$ cat src/source/glue_consts.svh
// ------------------------------
// address windows, config bit positions
// and reset hold length
// ------------------------------
`ifndef GLUE_CONSTS_SVH
`define GLUE_CONSTS_SVH

// sof pulses the system reset is held for
`define GLUE_RESET_FRAMES   4

// address pages, bits 23..16
`define GLUE_CIA_PAGE       8'hBF
`define GLUE_RTC_PAGE       8'hDC

// top address bits that must be zero for chip ram, first 2 MB
`define GLUE_CHIP_TOP_BITS  3

// chipset config bits
`define GLUE_CFG_NTSC       1
`define GLUE_CFG_AGA        4

// cpu config bits
`define GLUE_CFG_FASTCHIP   2
`define GLUE_CFG_FASTKICK   3

`endif

$ cat src/source/glue_pkg.sv
// ------------------------------
// shared vector typedefs, reset state enum
// read-select and system-control interfaces
// ------------------------------
`default_nettype none

package glue_pkg;

  typedef logic [23:1] cpu_addr_t;  // cpu word address
  typedef logic [15:0] word_t;      // data bus word
  typedef logic [7:0]  byte_t;      // cia data byte
  typedef logic [63:0] rtc_t;       // sixteen packed rtc nibbles
  typedef logic [3:0]  rtc_idx_t;   // nibble index into rtc_t
  typedef logic [6:0]  mem_cfg_t;   // chip, slow, fast size, monitor
  typedef logic [4:0]  chip_cfg_t;  // ntsc, a1000, ecs, aga
  typedef logic [3:0]  cpu_cfg_t;   // fast chip, fast kick in top bits
  typedef logic [2:0]  ipl_t;       // active low interrupt level

  // reset sequencer states
  typedef enum logic [1:0] {
    RST_HOLD,   // a source is still active
    RST_COUNT,  // counting start-of-frame pulses
    RST_RUN     // system released
  } rst_state_t;

endpackage

// decoder to read result, one window select at a time
interface rd_sel_if;
  logic                rd;         // qualified read strobe
  logic                sel_chip;
  logic                sel_cia_a;
  logic                sel_cia_b;
  logic                sel_rtc;
  glue_pkg::rtc_idx_t  rtc_idx;

  modport decoder (output rd, sel_chip, sel_cia_a, sel_cia_b, sel_rtc, rtc_idx);
  modport result  (input  rd, sel_chip, sel_cia_a, sel_cia_b, sel_rtc, rtc_idx);
endinterface

// reset sequencer to config block
interface sys_ctl_if;
  logic sys_reset;   // held system reset
  logic glob_reset;  // sys_reset or cpu reset
  logic clk7_en;
  logic sof;

  modport source (output sys_reset, glob_reset, clk7_en, sof);
  modport sink   (input  sys_reset, glob_reset, clk7_en, sof);
endinterface

`default_nettype wire

$ cat src/source/glue_decode.sv
// ------------------------------
// cpu address window decoder
// ------------------------------
`default_nettype none

`include "glue_consts.svh"

module glue_decode import glue_pkg::*; (
  input  wire cpu_addr_t addr_i,
  input  wire logic      rd_i,
  rd_sel_if.decoder      sel
);

  logic [7:0] page;      // address bits 23..16
  logic       cia_page;
  logic       rtc_page;
  logic       chip_hit;

  assign page     = addr_i[23:16];
  assign cia_page = (page == `GLUE_CIA_PAGE);
  assign rtc_page = (page == `GLUE_RTC_PAGE);

  // chip ram lives below the first set top bit
  assign chip_hit = (addr_i[23 -: `GLUE_CHIP_TOP_BITS] == '0);

  assign sel.rd       = rd_i;
  assign sel.sel_chip = chip_hit;

  // cia a on a12 low, cia b on a13 low
  // both low is cia a only
  assign sel.sel_cia_a = cia_page & ~addr_i[12];
  assign sel.sel_cia_b = cia_page & addr_i[12] & ~addr_i[13];

  assign sel.sel_rtc = rtc_page;
  assign sel.rtc_idx = addr_i[5:2];  // one nibble per long word

  // page compares and the chip range must never overlap
  always_comb begin
    assert ($onehot0({sel.sel_chip, sel.sel_cia_a, sel.sel_cia_b, sel.sel_rtc}))
      else $error("decode: more than one window selected");
  end

endmodule

`default_nettype wire

$ cat src/source/glue_reset_ctrl.sv
// ------------------------------
// reset source merge
// frame counting reset sequencer
// ------------------------------
`default_nettype none

`include "glue_consts.svh"

module glue_reset_ctrl import glue_pkg::*; (
  input  wire logic clk,
  input  wire logic reset,
  input  wire logic clk7_en_i,
  input  wire logic sof_i,
  input  wire logic cpu_reset_n_i,
  input  wire logic kbd_reset_n_i,
  input  wire logic usr_reset_i,
  output logic      sys_reset_o,
  output logic      cpu_reset_n_o,
  output logic      rst_out_o,
  sys_ctl_if.source ctl
);

  localparam int CNT_W = $clog2(`GLUE_RESET_FRAMES + 1);
  localparam logic [CNT_W-1:0] CNT_LAST = CNT_W'(`GLUE_RESET_FRAMES - 1);

  rst_state_t       state;
  rst_state_t       state_nxt;
  logic [CNT_W-1:0] frame_cnt;
  logic             src_req;     // any reset source active
  logic             frame_tick;  // qualified sof pulse
  logic             sys_reset_q;

  assign src_req    = usr_reset_i | ~kbd_reset_n_i;
  assign frame_tick = ctl.clk7_en & ctl.sof;

  always_comb begin
    state_nxt = state;
    case (state)
      RST_HOLD:  state_nxt = RST_COUNT;                 // sources gone
      RST_COUNT: if (frame_tick && frame_cnt == CNT_LAST) state_nxt = RST_RUN;
      default:   state_nxt = RST_RUN;
    endcase
    if (src_req) state_nxt = RST_HOLD;                  // any source restarts
  end

  always_ff @(posedge clk) begin
    if (reset) begin
      state       <= RST_HOLD;
      frame_cnt   <= '0;
      sys_reset_q <= 1'b1;
    end else begin
      state       <= state_nxt;
      sys_reset_q <= (state_nxt != RST_RUN);  // registered with the state
      if (state != RST_COUNT || src_req)
        frame_cnt <= '0;
      else if (frame_tick)
        frame_cnt <= (frame_cnt == CNT_LAST) ? '0 : frame_cnt + 1'b1;
    end
  end

  assign ctl.clk7_en    = clk7_en_i;
  assign ctl.sof        = sof_i;
  assign ctl.sys_reset  = sys_reset_q;
  assign ctl.glob_reset = sys_reset_q | ~cpu_reset_n_i;  // cpu may hold it longer

  assign sys_reset_o   = sys_reset_q;
  assign cpu_reset_n_o = ~sys_reset_q;
  assign rst_out_o     = ctl.glob_reset;

  // counter stays inside the hold window
  a_cnt_range: assert property (@(posedge clk) disable iff (reset)
    frame_cnt <= CNT_LAST);

  // system held until the sequencer runs
  a_hold: assert property (@(posedge clk) disable iff (reset)
    (state != RST_RUN) |-> sys_reset_o);

endmodule

`default_nettype wire

$ cat src/source/glue_sysconfig.sv
// ------------------------------
// config capture and derived outputs
// ntsc latch, mcu vsync toggle, power led
// ------------------------------
`default_nettype none

`include "glue_consts.svh"

module glue_sysconfig import glue_pkg::*; (
  input  wire logic      clk,
  input  wire logic      reset,
  input  wire logic      vsync_n_i,
  input  wire logic      hblank_i,
  input  wire mem_cfg_t  mem_cfg_i,
  input  wire chip_cfg_t chip_cfg_i,
  input  wire cpu_cfg_t  cpu_cfg_i,
  input  wire logic      ovl_i,
  input  wire logic      led_n_i,
  input  wire logic      led_dim_n_i,
  sys_ctl_if.sink        ctl,
  output logic           ntsc_o,
  output logic           init_b_o,
  output logic           pwr_led_o,
  output logic           turbochipram_o,
  output logic           turbokick_o,
  output logic           aga_o,
  output logic [1:0]     slow_cfg_o,
  output cpu_cfg_t       cpu_cfg_o
);

  mem_cfg_t  mem_cfg_q;
  chip_cfg_t chip_cfg_q;
  cpu_cfg_t  cpu_cfg_q;
  logic      ovl_q;
  logic      ntsc_q;
  logic      vsync_del;   // vsync seen on the last clk7 enable
  logic      vsync_tgl;

  // ------------------------------
  // config copies, one clock behind
  // ------------------------------
  always_ff @(posedge clk) begin
    if (reset) begin
      mem_cfg_q  <= '0;
      chip_cfg_q <= '0;
      cpu_cfg_q  <= '0;
      ovl_q      <= 1'b0;
    end else begin
      mem_cfg_q  <= mem_cfg_i;
      chip_cfg_q <= chip_cfg_i;
      cpu_cfg_q  <= cpu_cfg_i;
      ovl_q      <= ovl_i;
    end
  end

  assign aga_o      = chip_cfg_q[`GLUE_CFG_AGA];
  assign slow_cfg_o = mem_cfg_q[3:2];
  assign cpu_cfg_o  = cpu_cfg_q;

  // fast chip needs aga, no overlay and 2 MB chip
  assign turbochipram_o = aga_o & ~ovl_q & cpu_cfg_q[`GLUE_CFG_FASTCHIP]
                        & (&mem_cfg_q[1:0]);
  assign turbokick_o    = aga_o & ~ovl_q & cpu_cfg_q[`GLUE_CFG_FASTKICK];

  // pal/ntsc only changes under reset
  always_ff @(posedge clk) begin
    if (ctl.glob_reset && ctl.clk7_en)
      ntsc_q <= chip_cfg_q[`GLUE_CFG_NTSC];
  end
  assign ntsc_o = ntsc_q;

  // ------------------------------
  // mcu vsync toggle
  // ------------------------------
  always_ff @(posedge clk) begin
    if (reset) begin
      vsync_del <= 1'b0;
    end else if (ctl.clk7_en) begin
      vsync_del <= vsync_n_i;
    end
  end

  always_ff @(posedge clk) begin
    if (reset || ctl.sys_reset) begin
      vsync_tgl <= 1'b0;                            // held low through the sequence
    end else if (ctl.clk7_en && vsync_del && !vsync_n_i) begin
      vsync_tgl <= ~vsync_tgl;                      // falling vsync
    end
  end
  assign init_b_o = vsync_tgl;

  // dimmed led is off only outside hblank
  assign pwr_led_o = led_dim_n_i ? ~led_n_i : ~(led_n_i & ~hblank_i);

  // fast kick only on an aga config seen one clock earlier
  a_kick_aga: assert property (@(posedge clk) disable iff (reset)
    turbokick_o |-> $past(chip_cfg_i[`GLUE_CFG_AGA]));

endmodule

`default_nettype wire

$ cat src/source/glue_read_result.sv
// ------------------------------
// registered cpu read word
// rtc nibble select, level 7 override
// ------------------------------
`default_nettype none

module glue_read_result import glue_pkg::*; (
  input  wire logic  clk,
  input  wire logic  reset,
  input  wire word_t chip_data_i,
  input  wire byte_t cia_a_data_i,
  input  wire byte_t cia_b_data_i,
  input  wire rtc_t  rtc_i,
  input  wire logic  int7_i,
  input  wire ipl_t  ipl_n_i,
  rd_sel_if.result   sel,
  output word_t      data_o,
  output ipl_t       ipl_n_o
);

  word_t      chip_word;
  word_t      cia_word;
  word_t      rtc_word;
  logic [3:0] rtc_nib;
  word_t      data_q;

  assign rtc_nib = rtc_i[{sel.rtc_idx, 2'b00} +: 4];

  // each source is zero unless selected, so they OR together
  assign chip_word = sel.sel_chip ? chip_data_i : '0;
  assign cia_word  = (sel.sel_cia_a ? {8'h00, cia_a_data_i} : '0)   // low lane
                   | (sel.sel_cia_b ? {cia_b_data_i, 8'h00} : '0);  // high lane
  assign rtc_word  = sel.sel_rtc ? {12'h000, rtc_nib} : '0;

  always_ff @(posedge clk) begin
    if (reset || !sel.rd) begin
      data_q <= '0;
    end else begin
      data_q <= chip_word | cia_word | rtc_word;
    end
  end

  assign data_o = data_q;

  // nmi wins over the audio/disk chip levels
  assign ipl_n_o = int7_i ? 3'b000 : ipl_n_i;

  // idle cycle or a read outside every window gives a zero word
  a_idle_zero: assert property (@(posedge clk) disable iff (reset)
    !(sel.rd && (sel.sel_chip || sel.sel_cia_a || sel.sel_cia_b || sel.sel_rtc))
    |=> (data_o == '0));

endmodule

`default_nettype wire

$ cat src/source/minimig_glue.sv
// ------------------------------
// chipset glue top level
// decode, reset, config and read result wiring
// ------------------------------
`default_nettype none

module minimig_glue import glue_pkg::*; (
  input  wire logic      clk,
  input  wire logic      reset,
  input  wire logic      clk7_en_i,      // 7 MHz enable
  input  wire logic      sof_i,          // start of frame
  input  wire logic      vsync_n_i,
  input  wire logic      hblank_i,
  input  wire logic      cpu_reset_n_i,
  input  wire logic      kbd_reset_n_i,
  input  wire logic      usr_reset_i,    // osd reset
  input  wire cpu_addr_t addr_i,
  input  wire logic      rd_i,
  input  wire word_t     chip_data_i,
  input  wire byte_t     cia_a_data_i,
  input  wire byte_t     cia_b_data_i,
  input  wire rtc_t      rtc_i,
  input  wire mem_cfg_t  mem_cfg_i,
  input  wire chip_cfg_t chip_cfg_i,
  input  wire cpu_cfg_t  cpu_cfg_i,
  input  wire logic      ovl_i,          // kickstart overlay
  input  wire logic      led_n_i,
  input  wire logic      led_dim_n_i,
  input  wire logic      int7_i,
  input  wire ipl_t      ipl_n_i,        // from the audio/disk chip
  output word_t          data_o,
  output ipl_t           ipl_n_o,
  output logic           sys_reset_o,
  output logic           cpu_reset_n_o,
  output logic           rst_out_o,
  output logic           ntsc_o,
  output logic           init_b_o,       // vsync toggle for the mcu
  output logic           pwr_led_o,
  output logic           turbochipram_o,
  output logic           turbokick_o,
  output logic           aga_o,
  output logic [1:0]     slow_cfg_o,
  output cpu_cfg_t       cpu_cfg_o
);

  rd_sel_if  rd_sel ();
  sys_ctl_if sys_ctl ();

  // ------------------------------
  // decode
  // ------------------------------
  glue_decode u_decode (
    .addr_i (addr_i),
    .rd_i   (rd_i),
    .sel    (rd_sel.decoder)
  );

  // ------------------------------
  // execute
  // ------------------------------
  glue_reset_ctrl u_reset_ctrl (
    .clk           (clk),
    .reset         (reset),
    .clk7_en_i     (clk7_en_i),
    .sof_i         (sof_i),
    .cpu_reset_n_i (cpu_reset_n_i),
    .kbd_reset_n_i (kbd_reset_n_i),
    .usr_reset_i   (usr_reset_i),
    .sys_reset_o   (sys_reset_o),
    .cpu_reset_n_o (cpu_reset_n_o),
    .rst_out_o     (rst_out_o),
    .ctl           (sys_ctl.source)
  );

  glue_sysconfig u_sysconfig (
    .clk            (clk),
    .reset          (reset),
    .vsync_n_i      (vsync_n_i),
    .hblank_i       (hblank_i),
    .mem_cfg_i      (mem_cfg_i),
    .chip_cfg_i     (chip_cfg_i),
    .cpu_cfg_i      (cpu_cfg_i),
    .ovl_i          (ovl_i),
    .led_n_i        (led_n_i),
    .led_dim_n_i    (led_dim_n_i),
    .ctl            (sys_ctl.sink),
    .ntsc_o         (ntsc_o),
    .init_b_o       (init_b_o),
    .pwr_led_o      (pwr_led_o),
    .turbochipram_o (turbochipram_o),
    .turbokick_o    (turbokick_o),
    .aga_o          (aga_o),
    .slow_cfg_o     (slow_cfg_o),
    .cpu_cfg_o      (cpu_cfg_o)
  );

  // ------------------------------
  // result
  // ------------------------------
  glue_read_result u_read_result (
    .clk          (clk),
    .reset        (reset),
    .chip_data_i  (chip_data_i),
    .cia_a_data_i (cia_a_data_i),
    .cia_b_data_i (cia_b_data_i),
    .rtc_i        (rtc_i),
    .int7_i       (int7_i),
    .ipl_n_i      (ipl_n_i),
    .sel          (rd_sel.result),
    .data_o       (data_o),
    .ipl_n_o      (ipl_n_o)
  );

endmodule

`default_nettype wire

$ cat config.mk
export PLATFORM = sky130hd
export DESIGN_NAME = minimig_glue
export DESIGN_NICKNAME = d
export VERILOG_FILES = /design/src/source/glue_pkg.sv /design/src/source/glue_decode.sv /design/src/source/glue_reset_ctrl.sv /design/src/source/glue_sysconfig.sv /design/src/source/glue_read_result.sv /design/src/source/minimig_glue.sv
export VERILOG_INCLUDE_DIRS = /design/src /design/src/source
export SDC_FILE = /design/constraint.sdc
export NUM_CORES = 1
export LEC_CHECK = 0
export BUFFER_PORTS_ARGS = -buffer_cell sky130_fd_sc_hd__buf_2
export CORE_ASPECT_RATIO = 2
export CORE_MARGIN = 2
export CORE_UTILIZATION = 40
export DETAILED_ROUTE_END_ITERATION = 12
export PLACE_DENSITY = 0.87
export SYNTH_ARGS = -nofsm -noshare
export SYNTH_HDL_FRONTEND = slang
export SYNTH_HIERARCHICAL = 1
export SYNTH_SLANG_ARGS = --single-unit
$ cat constraint.sdc
create_clock -name clk -period 3.16 [get_ports clk]
set_input_delay 0.632 -clock clk [delete_from_list [all_inputs] [get_ports clk]]
set_output_delay 0.632 -clock clk [all_outputs]
set_load 0.005 [all_outputs]
== Yosys cells after proc, flatten, opt, wreduce, memory -nomap -nowiden ==
Cells that the tools add are included.
Cells by class
  add/subtract/negate cells: 1
  multiply operators: 0
  div/mod/pow operators: 0
  magnitude comparators: 0
  equality and inequality tests: 6
  shift operators: 1
  mux-type cells: 10
  bitwise operators: 24
  reduce and logical (&&, ||, !) cells: 13
Operators with widths (count)
  $shiftx A64 B7 Y4: 1
  $or A16 B16 Y16: 3
  $mux W16: 2
  $eq A8 B8 Y1 const B: 2
  $not A1 Y1: 10
  $and A1 B1 Y1: 9
  $mux W8: 1
  $mux W3: 2
  $logic_and A1 B1 Y1: 4
  $mux W2: 2
  $mux W4: 1
  $pmux W2 S2: 1
  $add A3 B1 Y3 const B: 1
  $eq A3 B2 Y1 const B: 1
  $logic_not A3 Y1: 1
  $logic_or A1 B1 Y1: 3
  $eq A2 B1 Y1 const B: 1
  $logic_not A1 Y1: 2
  $logic_not A2 Y1: 1
  $ne A2 B1 Y1 const B: 1
  $ne A2 B2 Y1 const B: 1
  $or A1 B1 Y1: 2
  $reduce_and A2 Y1: 1
  $reduce_or A2 Y1: 1
  $mux W1: 1
Storage, ports and cells
  register bits after elaboration: 39
  bits in latches: 0
  bits in writable memories: 0
  ROM bits: 0
  input port bits: 152
  output and inout port bits: 34
  logic and storage cells: 66
  memories kept: 0

== Longest topological paths before layout ==
  depth in word-level cells: 7
  depth in mapped cells: 7
  gate-level depth less buffers: 6

== Hierarchy ==
The synthesis kept the hierarchy.
By module, submodules not included
  glue_read_result: times used 1, cells each 97, area each 1119.8 um^2, sequential area each 320.3 um^2
  glue_sysconfig: times used 1, cells each 40, area each 464.2 um^2, sequential area each 290.3 um^2
  glue_reset_ctrl: times used 1, cells each 30, area each 279.0 um^2, sequential area each 120.1 um^2
  glue_decode: times used 1, cells each 12, area each 96.3 um^2, sequential area each 0.0 um^2

== Worst setup path after synthesis ==
Ideal clock, no wire load.
  kind: input -> register
  start: in addr_i[2]
  end: reg u_read_result.data_q[0], in the netlist u_read_result/data_o[0]
  library setup time: 0.120 ns
  arrival time: 1.739 ns
  data required time: 3.040 ns
  slack: 1.301 ns
  stages: 7
  buffers on the path: 3
  cells stage by stage: buf_4 > buf_6 > buf_12 > mux4_2 > mux2i_1 > o22a_1 > o21ai_1
On the way
  longest elaborated chain between the ends: 3
RTL lines
  start, declared: line minimig_glue.sv:17  | input wire cpu_addr_t addr_i,
  $shiftx A64 B7 Y4: line glue_read_result.sv:27  | assign rtc_nib = rtc_i[{sel.rtc_idx, 2'b00} +: 4];
  $mux W4: line glue_read_result.sv:33  | assign rtc_word = sel.sel_rtc ? {12'h000, rtc_nib} : '0;
  $or A16 B16 Y16: line glue_read_result.sv:39  | data_q <= chip_word | cia_word | rtc_word;
  end signal, assigned: line glue_read_result.sv:39
  end, declared: line glue_read_result.sv:25  | word_t data_q;
No other way between the ends.
A chain may end at the register's enable or synchronous reset.

== Worst setup path after layout ==
  start: in reset
  end: reg u_read_result.data_q[3], in the netlist u_read_result/data_o[3]
On the way
  longest elaborated chain between the ends: 1
RTL lines
  start, declared: line minimig_glue.sv:9  | input wire logic reset,
  $logic_or A1 B1 Y1: line glue_read_result.sv:36  | if (reset || !sel.rd) begin
No other way between the ends.

==> flow_summary.json <==
{
  "antenna_found_initial": 0,
  "worstMarginPinSlew_ps": 738.3,
  "viasPerCell": 5.099,
  "finalHoldViolCount": 0,
  "cp_slowest_cell": "or3b_1",
  "gp_congestion": 0.8399,
  "num_rows": 36,
  "clk_pin_slew_ps": 70,
  "power_density_nw_per_um2": 342.8,
  "htreeDepth": 2,
  "cts-root-buf": "clkbuf_8",
  "status": "finished, final reports clean",
  "multi_input_comb_area_um2": 1062,
  "critical_path_class": "in2reg",
  "crit_start": "reset",
  "crit_fanout": 17,
  "port_buffers": 170,
  "cp.buffers_inverters": 1,
  "grt_pass1_wl_um": 7866,
  "worstSetupEndpointType": "register",
  "avgSynthCellArea_um2": 10.97,
  "floorplan.die.height_um": 102.8,
  "cp.required_ps": 3380,
  "syn_inst": 178,
  "dpl.hpwl_um": 4970,
  "p_leak_nw": 1.400,
  "drive_above_1_share": 0.5923,
  "postCtsSetupBuffers": 0,
  "cts_tree": "done",
  "fin_crit_sh": 0.6276,
  "wire_per_inst_um": 14.45,
  "initial_core_util": 0.4088,
  "hp-class": "reg2reg",
  "r2r_setup_slack_ps": 1840,
  "cts_resized": 0,
  "clock_sinks": 36,
  "seqCellArea_um2": 730.7,
  "drc": 0,
  "grt-ovfl-total": 0,
  "yosys_warnings": 6,
  "firstDrtPassIters": 4,
  "io_pins": 186,
  "utilization": 0.5925,
  "nFillCells": 414,
  "grt_pass1_vias": 1925,
  "grt_max_degree": 18,
  "arrival_ps": 2200,
  "min_from": "u_sysconfig/chip_cfg_q[1]",
  "die_x_um": 53.40,
  "wl_um": 5678,
  "netlist_area_um2": 1952,
  "max_clock_freq_mhz": 504.2,
  "max-vdd-ir-drop_mv": 0.2065,
  "setup_viol": 0,
  "nNetsFinal": 488,
  "drt-initial-drc-count": 29,
  "start_kind": "input port",
  "fin_tns_setup_ps": 0,
  "dieArea_um2": 5488,
  "r2r_start": "u_reset_ctrl/frame_cnt[0]",
  "area_delta_synth_final_pct": 44.94,
  "crit_end": "u_read_result/data_o[3]",
  "clock_latency_ps": 280,
  "relSlewSlack": 0.5065,
  "ctsHoldBuffers": 0,
  "ff2ff_path_depth": 4,
  "antennaDiodeCount": 0,
  "rsz0062_at_grt": "no",
  "cts.path.max_buffers": 2,
  "vias": 2004,
  "ant_nets": 0,
  "path_depth": 5,
  "slowest_delay_ps": 570,
  "core_um2": 4775,
  "worstPathCellList": "buf_2, nand2b_1, or3b_1, o22a_1, o21ai_1",
  "drv_cap": 0,
  "maxSlewViolCount": 0,
  "r2r_end": "u_reset_ctrl/ctl.sys_reset",
  "grt.total_usage": 0.1987,
  "numCtsBuffers": 5,
  "period_needed_ps": 1983,
  "critPathTopFamily": "simple AND/OR/NAND/NOR gates",
  "skew_ps": 3.619,
  "synth_fp_nets": 331
}
-- power breakdown --
group	total [mW]	switching [mW]	internal [mW]
Combinational	0.189	0.0720	0.117
Clock	0.310	0.157	0.153
Sequential	0.471	0.00359	0.467
-- sequential cells by signal, indices dropped and copies added (netlist names) --
name,flops
u_sysconfig/mem_cfg_q,4
u_sysconfig/ovl_q,1
u_read_result/data_o,16
u_sysconfig/cpu_cfg_o,4
u_reset_ctrl/ctl.sys_reset,1
u_sysconfig/ntsc_o,1
u_reset_ctrl/frame_cnt,3
u_reset_ctrl/state,2
u_sysconfig/vsync_del,1
u_sysconfig/init_b_o,1
u_sysconfig/chip_cfg_q,2
-- worst min path at each step --
stage	to	slack (ps)	depth (start not counted)
floorplan	u_sysconfig/ntsc_o	390	0
global placement	u_sysconfig/ntsc_o	400	0
detailed placement	u_sysconfig/ntsc_o	400	0
CTS	u_sysconfig/ntsc_o	420	0
global route	u_sysconfig/ntsc_o	430	0
finish	u_sysconfig/ntsc_o	420	0
-- per-layer routing --
metal  global-route usage  vias to the layer above  wire length [um]
li1                     -                      965                 -
met1               0.1914                      886              1903
met2               0.3875                      147              3027
met3              0.04493                        6               683
met4              0.06903                        0                63
met5                    0                        -                 0
-- placed cells by master, fill, tap and decap left out, drive strengths merged, types with 2 or more instances in the layout --
master,instances
nand4b,2
and2,2
nor3,3
nand3b,3
or3b,3
nand2b,2
o21ai,5
nor2b,15
nand2,4
buf,172
clkinv,3
clkbuf,5
dfxtp,35
a22oi,16
mux4,15
nor3b,2
nor2,15
o22a,3
mux2i,10
a31oi,3
or2,2
inv,3
a21oi,2
-- per-stage QoR --
stage	hold WS [ps]	cells	total power, mW	worst slack, ps	cell area, um^2
floorplan	385.5	178	0.5764	1301	1952
global placement	396.9	385	0.6643	960.0	2741
detailed placement	400.1	385	0.6717	894.3	2741
CTS	417.6	393	0.9836	1194	2829
global route	431.9	393	1.022	1077	2829
finish	416.1	393	0.9699	1177	2829
-- area by class of cell --
class | instances | share of cell area
timing repair buffer | 172 | 0.3061
inverter | 3 | 0.003981
sequential | 36 | 0.2583
clock inverter | 3 | 0.006634
tap | 57 | 0.02521
multi-input combinational | 117 | 0.3755
clock buffer | 5 | 0.02433
Power figures use the tool's default switching activity.
